`config.mk`:
```
export PLATFORM = sky130hd
export DESIGN_NAME = id_ex_ctrl
export DESIGN_NICKNAME = d
export VERILOG_FILES = /design/src/verilog/id_pkg.sv /design/src/verilog/id_ex_ctrl.sv /design/src/verilog/id_wb_stage.sv /design/src/verilog/id_ex_stage.sv /design/src/verilog/id_decoder.sv
export VERILOG_INCLUDE_DIRS = /design/src /design/src/verilog
export SDC_FILE = /design/constraint.sdc
export NUM_CORES = 1
export LEC_CHECK = 0
export BUFFER_PORTS_ARGS = -buffer_cell sky130_fd_sc_hd__buf_2
export CAP_MARGIN = 20
export CORE_ASPECT_RATIO = 0.9
export CORE_MARGIN = 2
export CORE_UTILIZATION = 48
export DETAILED_ROUTE_END_ITERATION = 8
export PLACE_DENSITY = 0.76
export SETUP_SLACK_MARGIN = 0.2
export SYNTH_ARGS = -nofsm -noshare
export SYNTH_HDL_FRONTEND = slang
export SYNTH_SLANG_ARGS = --single-unit
```
`constraint.sdc`:
```
create_clock -name clk_i -period 3.85 [get_ports clk_i]
set_clock_uncertainty 0.15 [all_clocks]
set_input_delay 0.5775 -clock clk_i [delete_from_list [all_inputs] [get_ports clk_i]]
set_output_delay 0.5775 -clock clk_i [all_outputs]
set_load 0.01 [all_outputs]
```
`src/verilog/id_settings.svh`:
```
`ifndef ID_SETTINGS_SVH
`define ID_SETTINGS_SVH

// instruction word and pc width
`define ID_XLEN          32
// register file address width
`define ID_REG_ADDR_W    5

// cycles a multiply/divide stays in id/ex, must be 2 or more
`define ID_MULDIV_CYCLES 4

// major opcodes recognised by the decoder
`define ID_OPC_LOAD      7'b0000011
`define ID_OPC_STORE     7'b0100011
`define ID_OPC_BRANCH    7'b1100011
`define ID_OPC_JAL       7'b1101111
`define ID_OPC_OP        7'b0110011
`define ID_OPC_OP_IMM    7'b0010011
`define ID_OPC_SYSTEM    7'b1110011

// funct7 of the M extension inside OP
`define ID_FUNCT7_MULDIV 7'b0000001

// full encodings of the privileged system instructions that get checked
`define ID_SYS_MRET      32'h3020_0073
`define ID_SYS_WFI       32'h1050_0073

`endif
```
`src/verilog/id_pkg.sv`:
```
`include "id_settings.svh"

package id_pkg;

  //////////////////////////////////////////////////////////////////////
  // instruction word views
  //////////////////////////////////////////////////////////////////////

  // one 32 bit word seen three ways
  // r view for classification and rd, b and j views for the target
  typedef union packed {
    struct packed {
      logic [6:0]                funct7;
      logic [`ID_REG_ADDR_W-1:0] rs2;
      logic [`ID_REG_ADDR_W-1:0] rs1;
      logic [2:0]                funct3;
      logic [`ID_REG_ADDR_W-1:0] rd;
      logic [6:0]                opcode;
    } r;
    // branch immediate is scattered around rd and funct7
    struct packed {
      logic                      imm12;
      logic [5:0]                imm10_5;
      logic [`ID_REG_ADDR_W-1:0] rs2;
      logic [`ID_REG_ADDR_W-1:0] rs1;
      logic [2:0]                funct3;
      logic [3:0]                imm4_1;
      logic                      imm11;
      logic [6:0]                opcode;
    } b;
    // jal immediate fills everything above rd
    struct packed {
      logic                      imm20;
      logic [9:0]                imm10_1;
      logic                      imm11;
      logic [7:0]                imm19_12;
      logic [`ID_REG_ADDR_W-1:0] rd;
      logic [6:0]                opcode;
    } j;
  } instr_word_u;

  //////////////////////////////////////////////////////////////////////
  // enums
  //////////////////////////////////////////////////////////////////////

  // what the decoder made of the word
  typedef enum logic [2:0] {
    KIND_ALU,
    KIND_MULDIV,
    KIND_BRANCH,
    KIND_JUMP,
    KIND_LOAD,
    KIND_STORE,
    KIND_SYSTEM,
    KIND_ILLEGAL
  } instr_kind_e;

  // class of the retiring instruction, visible on the retire port
  typedef enum logic [1:0] {
    WB_OTHER,
    WB_LOAD,
    WB_STORE,
    WB_ILLEGAL
  } wb_type_e;

  // only user and machine mode exist here
  typedef enum logic [1:0] {
    PRIV_U = 2'b00,
    PRIV_M = 2'b11
  } priv_lvl_e;

endpackage

```
`src/verilog/id_ex_ctrl.sv`:
```
`include "id_settings.svh"

module id_ex_ctrl #(
  parameter bit BranchTargetAlu = 1'b0
) (
  input  logic                      clk_i,
  input  logic                      rst_ni,
  // fetch port
  input  logic                      instr_req_i,
  input  id_pkg::instr_word_u       instr_i,
  input  logic [`ID_XLEN-1:0]       instr_pc_i,
  output logic                      instr_ack_o,
  // privilege and execute status
  input  id_pkg::priv_lvl_e         priv_mode_i,
  input  logic                      mstatus_tw_i,
  input  logic                      branch_decision_i,
  input  logic                      lsu_resp_valid_i,
  // retire port
  input  logic                      retire_ack_i,
  output logic                      illegal_insn_o,
  output logic                      pc_set_o,
  output logic [`ID_XLEN-1:0]       pc_target_o,
  output logic                      wb_req_o,
  output id_pkg::wb_type_e          wb_type_o,
  output logic [`ID_REG_ADDR_W-1:0] wb_rd_o,
  output logic [`ID_XLEN-1:0]       wb_pc_o
);

  import id_pkg::*;

  // decoder to id/ex
  logic                      id_valid;
  instr_word_u               id_word;
  logic [`ID_XLEN-1:0]       id_pc;
  instr_kind_e               id_kind;
  logic                      ex_done;
  // id/ex to writeback
  logic                      wb_free;
  logic                      wb_push;
  wb_type_e                  wb_push_type;
  logic [`ID_REG_ADDR_W-1:0] wb_push_rd;
  logic [`ID_XLEN-1:0]       wb_push_pc;

  id_decoder i_id_decoder (
    .clk_i          (clk_i),
    .rst_ni         (rst_ni),
    .instr_req_i    (instr_req_i),
    .instr_i        (instr_i),
    .instr_pc_i     (instr_pc_i),
    .instr_ack_o    (instr_ack_o),
    .priv_mode_i    (priv_mode_i),
    .mstatus_tw_i   (mstatus_tw_i),
    .ex_done_i      (ex_done),
    .id_valid_o     (id_valid),
    .id_word_o      (id_word),
    .id_pc_o        (id_pc),
    .id_kind_o      (id_kind),
    .illegal_insn_o (illegal_insn_o)
  );

  id_ex_stage #(
    .BranchTargetAlu (BranchTargetAlu)
  ) i_id_ex_stage (
    .clk_i             (clk_i),
    .rst_ni            (rst_ni),
    .id_valid_i        (id_valid),
    .id_word_i         (id_word),
    .id_pc_i           (id_pc),
    .id_kind_i         (id_kind),
    .branch_decision_i (branch_decision_i),
    .wb_free_i         (wb_free),
    .ex_done_o         (ex_done),
    .pc_set_o          (pc_set_o),
    .pc_target_o       (pc_target_o),
    .wb_push_o         (wb_push),
    .wb_push_type_o    (wb_push_type),
    .wb_push_rd_o      (wb_push_rd),
    .wb_push_pc_o      (wb_push_pc)
  );

  id_wb_stage i_id_wb_stage (
    .clk_i            (clk_i),
    .rst_ni           (rst_ni),
    .wb_push_i        (wb_push),
    .wb_push_type_i   (wb_push_type),
    .wb_push_rd_i     (wb_push_rd),
    .wb_push_pc_i     (wb_push_pc),
    .lsu_resp_valid_i (lsu_resp_valid_i),
    .retire_ack_i     (retire_ack_i),
    .wb_free_o        (wb_free),
    .wb_req_o         (wb_req_o),
    .wb_type_o        (wb_type_o),
    .wb_rd_o          (wb_rd_o),
    .wb_pc_o          (wb_pc_o)
  );

endmodule

```
`src/verilog/id_wb_stage.sv`:
```
`include "id_settings.svh"

module id_wb_stage (
  input  logic                      clk_i,
  input  logic                      rst_ni,
  // push from id/ex
  input  logic                      wb_push_i,
  input  id_pkg::wb_type_e          wb_push_type_i,
  input  logic [`ID_REG_ADDR_W-1:0] wb_push_rd_i,
  input  logic [`ID_XLEN-1:0]       wb_push_pc_i,
  // load data has come back
  input  logic                      lsu_resp_valid_i,
  // retire port, four-phase
  input  logic                      retire_ack_i,
  output logic                      wb_free_o,
  output logic                      wb_req_o,
  output id_pkg::wb_type_e          wb_type_o,
  output logic [`ID_REG_ADDR_W-1:0] wb_rd_o,
  output logic [`ID_XLEN-1:0]       wb_pc_o
);

  import id_pkg::*;

  typedef enum logic [1:0] {
    WB_EMPTY,
    WB_WAIT_RESP,
    WB_REQ,
    WB_DRAIN
  } wb_state_e;

  wb_state_e                 state_q;
  wb_type_e                  type_q;
  logic [`ID_REG_ADDR_W-1:0] rd_q;
  logic [`ID_XLEN-1:0]       pc_q;

  //////////////////////////////////////////////////////////////////////
  // slot state
  //////////////////////////////////////////////////////////////////////

  always_ff @(posedge clk_i or negedge rst_ni) begin
    if (!rst_ni) begin
      state_q <= WB_EMPTY;
    end else begin
      case (state_q)
        // loads park here until memory answers
        WB_EMPTY: begin
          if (wb_push_i) begin
            state_q <= (wb_push_type_i == WB_LOAD) ? WB_WAIT_RESP : WB_REQ;
          end
        end
        WB_WAIT_RESP: begin
          if (lsu_resp_valid_i) begin
            state_q <= WB_REQ;
          end
        end
        // req drops as soon as ack is seen
        WB_REQ: begin
          if (retire_ack_i) begin
            state_q <= WB_DRAIN;
          end
        end
        // wait for the consumer to release ack
        WB_DRAIN: begin
          if (!retire_ack_i) begin
            state_q <= WB_EMPTY;
          end
        end
        default: begin
          state_q <= WB_EMPTY;
        end
      endcase
    end
  end

  always_ff @(posedge clk_i) begin
    if (wb_push_i && (state_q == WB_EMPTY)) begin
      type_q <= wb_push_type_i;
      rd_q   <= wb_push_rd_i;
      pc_q   <= wb_push_pc_i;
    end
  end

  assign wb_free_o = (state_q == WB_EMPTY);
  assign wb_req_o  = (state_q == WB_REQ);
  assign wb_type_o = type_q;
  assign wb_rd_o   = rd_q;
  assign wb_pc_o   = pc_q;

endmodule

```
`src/verilog/id_ex_stage.sv`:
```
`include "id_settings.svh"

module id_ex_stage #(
  parameter bit BranchTargetAlu = 1'b0
) (
  input  logic                      clk_i,
  input  logic                      rst_ni,
  // from the decoder
  input  logic                      id_valid_i,
  input  id_pkg::instr_word_u       id_word_i,
  input  logic [`ID_XLEN-1:0]       id_pc_i,
  input  id_pkg::instr_kind_e       id_kind_i,
  input  logic                      branch_decision_i,
  input  logic                      wb_free_i,
  output logic                      ex_done_o,
  // pc set towards fetch
  output logic                      pc_set_o,
  output logic [`ID_XLEN-1:0]       pc_target_o,
  // handoff into writeback
  output logic                      wb_push_o,
  output id_pkg::wb_type_e          wb_push_type_o,
  output logic [`ID_REG_ADDR_W-1:0] wb_push_rd_o,
  output logic [`ID_XLEN-1:0]       wb_push_pc_o
);

  import id_pkg::*;

  localparam int unsigned CntW = $clog2(`ID_MULDIV_CYCLES);

  typedef enum logic {
    FIRST_CYCLE,
    MULTI_CYCLE
  } ex_fsm_e;

  ex_fsm_e             fsm_q, fsm_d;
  logic [CntW-1:0]     cnt_q, cnt_d;
  logic                work_done;
  logic                set_raw;
  logic                set_done_q;
  logic [`ID_XLEN-1:0] imm_b;
  logic [`ID_XLEN-1:0] imm_j;

  //////////////////////////////////////////////////////////////////////
  // id/ex fsm
  //////////////////////////////////////////////////////////////////////

  // work_done means the instruction has finished its own cycles,
  // it still waits for a free writeback slot before leaving
  always_comb begin
    fsm_d     = fsm_q;
    cnt_d     = cnt_q;
    work_done = 1'b0;
    set_raw   = 1'b0;

    if (id_valid_i) begin
      case (fsm_q)
        FIRST_CYCLE: begin
          case (id_kind_i)
            KIND_MULDIV: begin
              // first cycle counts as one, the rest run in MULTI_CYCLE
              fsm_d = MULTI_CYCLE;
              cnt_d = CntW'(`ID_MULDIV_CYCLES - 2);
            end
            KIND_BRANCH: begin
              // decision is sampled here, only taken branches stay on
              if (!branch_decision_i) begin
                work_done = 1'b1;
              end else if (BranchTargetAlu) begin
                set_raw   = 1'b1;
                work_done = 1'b1;
              end else begin
                fsm_d = MULTI_CYCLE;
              end
            end
            KIND_JUMP: begin
              if (BranchTargetAlu) begin
                set_raw   = 1'b1;
                work_done = 1'b1;
              end else begin
                fsm_d = MULTI_CYCLE;
              end
            end
            // alu, load, store, system and illegal take a single cycle
            default: begin
              work_done = 1'b1;
            end
          endcase
        end

        MULTI_CYCLE: begin
          if (id_kind_i == KIND_MULDIV) begin
            if (cnt_q == '0) begin
              work_done = 1'b1;
            end else begin
              cnt_d = cnt_q - 1'b1;
            end
          end else begin
            // second cycle of a taken branch or jump, target is ready
            set_raw   = 1'b1;
            work_done = 1'b1;
          end
          if (work_done && wb_free_i) begin
            fsm_d = FIRST_CYCLE;
          end
        end

        default: begin
          fsm_d = FIRST_CYCLE;
        end
      endcase
    end
  end

  always_ff @(posedge clk_i or negedge rst_ni) begin
    if (!rst_ni) begin
      fsm_q      <= FIRST_CYCLE;
      cnt_q      <= '0;
      set_done_q <= 1'b0;
    end else begin
      fsm_q      <= fsm_d;
      cnt_q      <= cnt_d;
      // remember the pc set until the instruction leaves
      set_done_q <= (set_raw | set_done_q) & ~ex_done_o;
    end
  end

  assign ex_done_o = work_done & wb_free_i;

  //////////////////////////////////////////////////////////////////////
  // branch and jump target
  //////////////////////////////////////////////////////////////////////

  assign imm_b = {{(`ID_XLEN - 13){id_word_i.b.imm12}}, id_word_i.b.imm12, id_word_i.b.imm11,
                  id_word_i.b.imm10_5, id_word_i.b.imm4_1, 1'b0};
  assign imm_j = {{(`ID_XLEN - 21){id_word_i.j.imm20}}, id_word_i.j.imm20,
                  id_word_i.j.imm19_12, id_word_i.j.imm11, id_word_i.j.imm10_1, 1'b0};

  assign pc_target_o = id_pc_i + ((id_kind_i == KIND_JUMP) ? imm_j : imm_b);
  // only the first raw request of an instruction goes out
  assign pc_set_o    = set_raw & ~set_done_q;

  //////////////////////////////////////////////////////////////////////
  // writeback handoff
  //////////////////////////////////////////////////////////////////////

  assign wb_push_o    = ex_done_o;
  assign wb_push_pc_o = id_pc_i;

  always_comb begin
    case (id_kind_i)
      KIND_LOAD:    wb_push_type_o = WB_LOAD;
      KIND_STORE:   wb_push_type_o = WB_STORE;
      KIND_ILLEGAL: wb_push_type_o = WB_ILLEGAL;
      default:      wb_push_type_o = WB_OTHER;
    endcase
  end

  // no register write for stores, branches and illegal words
  always_comb begin
    case (id_kind_i)
      KIND_STORE, KIND_BRANCH, KIND_ILLEGAL: wb_push_rd_o = '0;
      default:                               wb_push_rd_o = id_word_i.r.rd;
    endcase
  end

endmodule

```
`src/verilog/id_decoder.sv`:
```
`include "id_settings.svh"

module id_decoder (
  input  logic                     clk_i,
  input  logic                     rst_ni,
  // fetch port, four-phase
  input  logic                     instr_req_i,
  input  id_pkg::instr_word_u      instr_i,
  input  logic [`ID_XLEN-1:0]      instr_pc_i,
  output logic                     instr_ack_o,
  // privilege state for the system checks
  input  id_pkg::priv_lvl_e        priv_mode_i,
  input  logic                     mstatus_tw_i,
  // towards id/ex
  input  logic                     ex_done_i,
  output logic                     id_valid_o,
  output id_pkg::instr_word_u      id_word_o,
  output logic [`ID_XLEN-1:0]      id_pc_o,
  output id_pkg::instr_kind_e      id_kind_o,
  output logic                     illegal_insn_o
);

  import id_pkg::*;

  logic        ack_q;
  logic        valid_q;
  instr_word_u word_q;
  logic [`ID_XLEN-1:0] pc_q;
  logic        capture;
  logic        mret_illegal;
  logic        wfi_illegal;

  //////////////////////////////////////////////////////////////////////
  // fetch handshake and instruction register
  //////////////////////////////////////////////////////////////////////

  // take a word only on a fresh request into an empty register
  assign capture = instr_req_i & ~ack_q & ~valid_q;

  always_ff @(posedge clk_i or negedge rst_ni) begin
    if (!rst_ni) begin
      ack_q   <= 1'b0;
      valid_q <= 1'b0;
    end else begin
      // ack rises with the capture edge, falls once req is seen low
      if (capture) begin
        ack_q <= 1'b1;
      end else if (!instr_req_i) begin
        ack_q <= 1'b0;
      end
      // valid until id/ex reports the instruction done
      if (capture) begin
        valid_q <= 1'b1;
      end else if (ex_done_i) begin
        valid_q <= 1'b0;
      end
    end
  end

  always_ff @(posedge clk_i) begin
    if (capture) begin
      word_q <= instr_i;
      pc_q   <= instr_pc_i;
    end
  end

  //////////////////////////////////////////////////////////////////////
  // classification
  //////////////////////////////////////////////////////////////////////

  // mret needs machine mode
  assign mret_illegal = (word_q == `ID_SYS_MRET) && (priv_mode_i != PRIV_M);
  // wfi traps outside machine mode only when tw is set
  assign wfi_illegal  = (word_q == `ID_SYS_WFI) && (priv_mode_i != PRIV_M) && mstatus_tw_i;

  always_comb begin
    case (word_q.r.opcode)
      `ID_OPC_LOAD:   id_kind_o = KIND_LOAD;
      `ID_OPC_STORE:  id_kind_o = KIND_STORE;
      `ID_OPC_BRANCH: id_kind_o = KIND_BRANCH;
      `ID_OPC_JAL:    id_kind_o = KIND_JUMP;
      `ID_OPC_OP_IMM: id_kind_o = KIND_ALU;
      // M extension shares the OP opcode
      `ID_OPC_OP: begin
        id_kind_o = (word_q.r.funct7 == `ID_FUNCT7_MULDIV) ? KIND_MULDIV : KIND_ALU;
      end
      `ID_OPC_SYSTEM: begin
        id_kind_o = (mret_illegal || wfi_illegal) ? KIND_ILLEGAL : KIND_SYSTEM;
      end
      // anything else is not implemented
      default:        id_kind_o = KIND_ILLEGAL;
    endcase
  end

  assign instr_ack_o    = ack_q;
  assign id_valid_o     = valid_q;
  assign id_word_o      = word_q;
  assign id_pc_o        = pc_q;
  assign illegal_insn_o = valid_q & (id_kind_o == KIND_ILLEGAL);

endmodule

```
======== After elaboration in Yosys (flattened, before gate mapping) ========
Index checks and enable logic that the tools add are counted.
storage, ports and cells
  bits in registers ....................... 111
  output and inout bits ................... 75
  logic and storage cells ................. 101
cells by class
  add/subtract/negate cells ............... 2
  eq/ne operators ......................... 29
  mux-type cells .......................... 34
  bitwise gates (word level) .............. 12
  reduce and logical (&&, ||, !) cells .... 13
operators by type and width
  kind                                                    number
  adder 32 bit                                            1
  equality test 32 x 29 -> 1 bit (second input constant)  1
  equality test 32 x 30 -> 1 bit (second input constant)  1
  equality test 7 bit (second input constant)             3
  case mux 3 bit (7 select lines)                         1
  2-to-1 mux 20 bit                                       1
  2-to-1 mux 1 bit                                        17
  2-to-1 mux 2 bit                                        8
  equality test 7 x 6 -> 1 bit (second input constant)    2
  inequality test 2 bit (second input constant)           7
  equality test 3 bit (second input constant)             3
  case mux 1 bit (2 select lines)                         4
  case mux 2 bit (4 select lines)                         1
  AND reduction 4 bit                                     2
  equality test 7 x 1 -> 1 bit (second input constant)    1
  equality test 7 x 2 -> 1 bit (second input constant)    1
  equality test 7 x 5 -> 1 bit (second input constant)    1
  bitwise AND 1 bit                                       6
  equality test 3 x 2 -> 1 bit (second input constant)    2
  case mux 2 bit (3 select lines)                         1
  logical AND 1 bit                                       5
  NOT 1 bit                                               5
  equality test 2 x 1 -> 1 bit (second input constant)    2
  equality test 2 bit (second input constant)             2
  10 further kinds                                        12

======== Longest topological paths before layout ========
  depth after elaboration ................. 15
  gate-level depth with buffers ........... 15
  mapped depth without buffers ............ 14

======== Cells and area by module ========
Synthesis repeated with hierarchy kept, for this count alone.
unflattened totals
  cells, all modules ...................... 476
  area total of the unflattened synthesis .. 5868.1 um^2
modules (own cells, without submodules)
  module       instances  cells an instance  area an instance (um^2)  sequential area each (um^2)
  id_ex_stage  1          321                2294.7                   100.1
  id_decoder   1          96                 2197.1                   1971.9
  id_wb_stage  1          59                 1376.3                   1221.2

======== Worst setup path after synthesis ========
Ideal clock, no wire load.
  path kind ............................... flip-flop to output port
  start ................................... register i_id_decoder.word_q, in the netlist i_id_decoder.id_word_o[4]
  end ..................................... output pc_target_o[22]
  data arrival time ....................... 3483 ps
  setup slack ............................. -361 ps
  stages on the path, launching flop included .. 13
  buffers on the path ..................... 1
  cells stage by stage .................... edfxtp_1 nor3_1 clkbuf_1 mux2_2 ha_1 nand3_1 or4_1 o21bai_2 a21oi_1 o21ai_1 nand3_1 mux2i_1 a221oi_1
between the ends
  cells in the longest elaborated chain, start to end .. 9
  elaborated cells between the ends (all ways) .. 18
  those cells by class .................... add/sub: 1; eq/ne: 10; mux: 3; reduce/logical: 4
RTL lines
  element                                   RTL line            text
  from (decl)                               id_decoder.sv:27    instr_word_u word_q;
  from (signal assigned)                    id_decoder.sv:62    word_q <= instr_i;
  equality test 32 x 29 -> 1 bit (no line)  --
  logical AND 1 bit (2 in series)           id_decoder.sv:74    assign wfi_illegal = (word_q == `ID_SYS_WFI) && (priv_mode_i != PRIV_M) && mstatus_tw_i;
  logical OR 1 bit                          id_decoder.sv:88    id_kind_o = (mret_illegal || wfi_illegal) ? KIND_ILLEGAL : KIND_SYSTEM;
  2-to-1 mux 1 bit                          id_decoder.sv:88
  case mux 3 bit (7 select lines) *         id_decoder.sv:77    case (word_q.r.opcode)
  equality test 3 x 2 -> 1 bit *            id_ex_stage.sv:138  assign pc_target_o = id_pc_i + ((id_kind_i == KIND_JUMP) ? imm_j : imm_b);
  2-to-1 mux 20 bit *                       id_ex_stage.sv:138
  adder 32 bit *                            id_ex_stage.sv:138
  to (decl)                                 id_ex_ctrl.sv:22    output logic [`ID_XLEN-1:0] pc_target_o,
Mark *: on every way between the ends. The rest lies on a longest branch, timed or not.

======== Worst setup path after layout ========
  start ................................... register i_id_decoder.word_q, in the netlist i_id_decoder.id_word_o[0]
  end ..................................... output pc_target_o[30]
Same word-level chain as after synthesis.

==> run summary <==
Outcome = complete, but fails checks
Failing checks = negative setup slack
Dpl ws = -287 ps
Row Count = 37
First-pass GRT wire length = 21.3 mm
Final setup vio count = 23
Dpl hpwl = 9.79 mm
Crit path capture type = output pin
GR Util All Layers = 22.8%
XOR/XNOR Fraction of Synth Area = 4.58%
Port Buffers = 147
CP Cell Sequence = nand4_1 -> nor3_4 -> buf_6 -> buf_4 -> mux2_4 -> ha_4 -> nand2_4 -> o311a_4 -> o21bai_4 -> a31oi_4 -> a311o_1 -> o31ai_2 -> xor2_1 -> buf_2
Layout cells sized above 1 = 47.8%
Synthesized cell area = 5550 um2
Req. time, crit path = 3120 ps
Setup TNS = -7130 ps
Initial antenna violation count = 0
Maximum clock insertion buffer count = 2
Unique masters post-synth = 61
Fill cells = 797
Worst stage delay on the critical path = 410 ps
Post-synthesis sequential area ratio = 59.4%
Final net count = 754
Starting Density = 48.9%
PD cells = 605 nW/um2
Width of the die = 117 um
DRC errors left = 0
Die Y = 106 um
Gpl congestion = 0.863
Post-Synthesis Cells = 423
TritonRoute pass-1 iters = 4
Final wirelength = 14.7 mm
Simple-Gate Fraction of Synth Area = 10.8%
Final period util = 114%
CP max FO = 4
Unrepaired setup endpoints after global routing = yes
Post-synth EDFFs = 103
CTS Buf Count = 9
CP max-delay cell = o311a_4
R2R cell count = 11
Hold Path Depth = 1
Worst rel slew slack = 39.3%
Commonest non-fill, non-tap cell in the layout = buf_2
Post-synthesis compound-gate area fraction = 13.3%
Post-layout min period = 4390 ps
Syn avg cell area = 13.1 um2
Maximum vdd drop = 0.000377 V
Worst setup SP type = register
Vias per cell = 5.47
Yosys Warn Count = 0
Ys flop type = edfxtp_1
Count of pins over their slew limit = 0
Final hold viol count = 0
Adder-Cell Fraction of Synth Area = 8.71%
Pin count of the biggest net entering global routing = 40
Max Fclk = 0.228 GHz
Commonest non-fill, non-tap cells in the layout = buf_2 (147), edfxtp_1 (103), buf_4 (52), ha_1 (26), a21oi_1 (23)
Largest family of logic cells by synthesized area = compound AO/OA/AOI/OAI gates
Die Footprint = 12400 um2
Post-synthesis mux area share = 1.58%
Worst-margin pin slew = 908 ps
#FFs+latches synth = 111
# Max-Cap Violations = 0
Core ar. = 11300 um2
TritonCTS clock tree = done
Worst min path class = in2reg
Clock H-tree levels = 3
GRT overflow = 0
FFs w/ async S/R, synth = 7.21%
Diode count = 0
Clock root cell = clkbuf_16
Synth-to-Final Area Change = 41.3%
Initial DRC count = 319
Clk sinks = 111
I/O pins = 148
Detailed-route via count = 4394
Post-DR wirelength/cell = 18.2 um
Kind of critical path = reg2out
Routed Antenna Nets = 0
Worst-path clk slew = 70 ps
Final setup margin = -536 ps
Leak = 3.25 nW
Vias in the first global route = 4302
Arrival time at the worst endpoint = 3660 ps
Synthesized Nets = 534
Worst-Skew Late Latency = 350 ps
## cell type report
type / count / area (um2) / area share [%]
clock buffer: 9 / 225 / 2.87
clock inverter: 7 / 120 / 1.53
inverter: 19 / 71.3 / 0.910
multi-input combinational: 288 / 2630 / 33.5
sequential: 111 / 3290 / 42.0
tap: 156 / 195 / 2.49
timing repair buffer: 214 / 1300 / 16.6
## registers in the layout (all words and copies together), names as in the netlist
signal and flops:
i_id_decoder.id_pc_o 32, i_id_decoder.id_valid_o 1, i_id_decoder.id_word_o 32, i_id_decoder.instr_ack_o 1
i_id_ex_stage.cnt_q 2, i_id_ex_stage.fsm_q 1, i_id_ex_stage.set_done_q 1, i_id_wb_stage.state_q 2
i_id_wb_stage.wb_pc_o 32, i_id_wb_stage.wb_rd_o 5, i_id_wb_stage.wb_type_o 2
## per-stage QoR
stage | hold slack, ps | cells | instance area, um2 | utilization (%) | total power, mW
2_1_floorplan | 132 | 423 | 5620 | - | 2.74
3_3_place_gp | 275 | 758 | 6820 | 60.1 | 3.33
3_5_place_dp | 278 | 758 | 6820 | 60.1 | 3.39
4_1_cts | 227 | 790 | 7540 | 66.5 | 4.62
5_1_grt | 224 | 804 | 7830 | 69.1 | 4.97
6_report | 243 | 804 | 7830 | 69.1 | 4.74
## critical path, delay by kind of cell (launching register included)
kind                       cells  cell delay, ps
and+or+nand+nor                3             460
adders and majority gates      1             290
buffers and inverters          3             410
xor gates and xnor gates       1             170
DFF                            1             350
muxes                          1             310
AOI/OAI and AO/OA              5            1310
## cells by family (layout without fill, tap and decap cells)
kind of cell,after synthesis,in the layout
fa+ha+maj,38,38
flops,111,111
simple gates,104,104
buf+inv,24,249
mux,8,8
xor+xnor,29,29
compound gates,109,109
## Yosys cell counts (2+ instances only)
| master | count | area, um2 |
|---|---|---|
| or2_2 | 2 | 12.5 |
| edfxtp_1 | 103 | 3090 |
| nor4_1 | 4 | 25.0 |
| a211oi_1 | 4 | 30.0 |
| o21bai_1 | 7 | 52.6 |
| nor2b_1 | 7 | 43.8 |
| ha_1 | 37 | 463 |
| xnor2_1 | 23 | 201 |
| o211ai_1 | 2 | 15.0 |
| clkbuf_1 | 4 | 15.0 |
| o22ai_1 | 3 | 18.8 |
| inv_1 | 19 | 71.3 |
| o21ai_0 | 13 | 65.1 |
| xor2_1 | 6 | 52.6 |
| nor4bb_1 | 2 | 20.0 |
| nor2_1 | 22 | 82.6 |
| nor3_1 | 4 | 20.0 |
| nand4_1 | 5 | 31.3 |
| and2_1 | 6 | 37.5 |
| nand2b_1 | 7 | 43.8 |
| and4_1 | 2 | 17.5 |
| mux2i_1 | 2 | 20.0 |
| mux2_2 | 5 | 56.3 |
| a21o_1 | 17 | 128 |
| dfrtp_1 | 8 | 200 |
| o21ai_1 | 3 | 15.0 |
| and4bb_1 | 3 | 37.5 |
| o21a_1 | 5 | 37.5 |
| o31ai_1 | 2 | 15.0 |
| a21oi_1 | 37 | 185 |
| nor4b_1 | 2 | 17.5 |
| nand2_1 | 20 | 75.1 |
| nand3_1 | 9 | 45.0 |
## power by group
part	switching, mW	internal [mW]	total (mW)
logic	1.06	0.862	1.92
registers	0.129	1.63	1.75
clock network	0.424	0.638	1.06
total	1.61	3.12	4.74
## final timing paths
check / to / slack (ps) / from
min in group asynchronous: i_id_decoder.instr_ack_o / 440 / rst_ni
worst min-delay path: i_id_decoder.id_pc_o[26] / 240 / instr_pc_i[26]
worst max-delay path: pc_target_o[30] / -540 / i_id_decoder.id_word_o[0]
worst min register to register: i_id_wb_stage.wb_pc_o[0] / 300 / i_id_decoder.id_pc_o[0]
max in group asynchronous: i_id_wb_stage.state_q[0] / 2940 / rst_ni
worst max register to register: i_id_wb_stage.wb_pc_o[21] / 610 / i_id_decoder.id_word_o[3]
## routing by layer
layer | up-vias | routed length (um) | global-route usage [%] | share of wire, %
met5 | - | 0 | 0 | 0
met4 | 0 | 439 | 8.57 | 3.0
met3 | 38 | 810 | 5.53 | 5.5
met2 | 179 | 7350 | 37.7 | 50
met1 | 2130 | 6060 | 29.0 | 41
li1 | 2047 | - | - | -
## what timing repair did
| action | 4_1_cts | 5_1_grt |
|---|---|---|
| hold buffers | 1 | 0 |
| setup endpoints to repair | 26 | 27 |
| pin swaps | 37 | 28 |
| gates resized for setup | 49 | 39 |
| hold endpoints to repair | 8 | 0 |
| setup buffers | 15 | 14 |
Power figures use the tool's default switching activity.
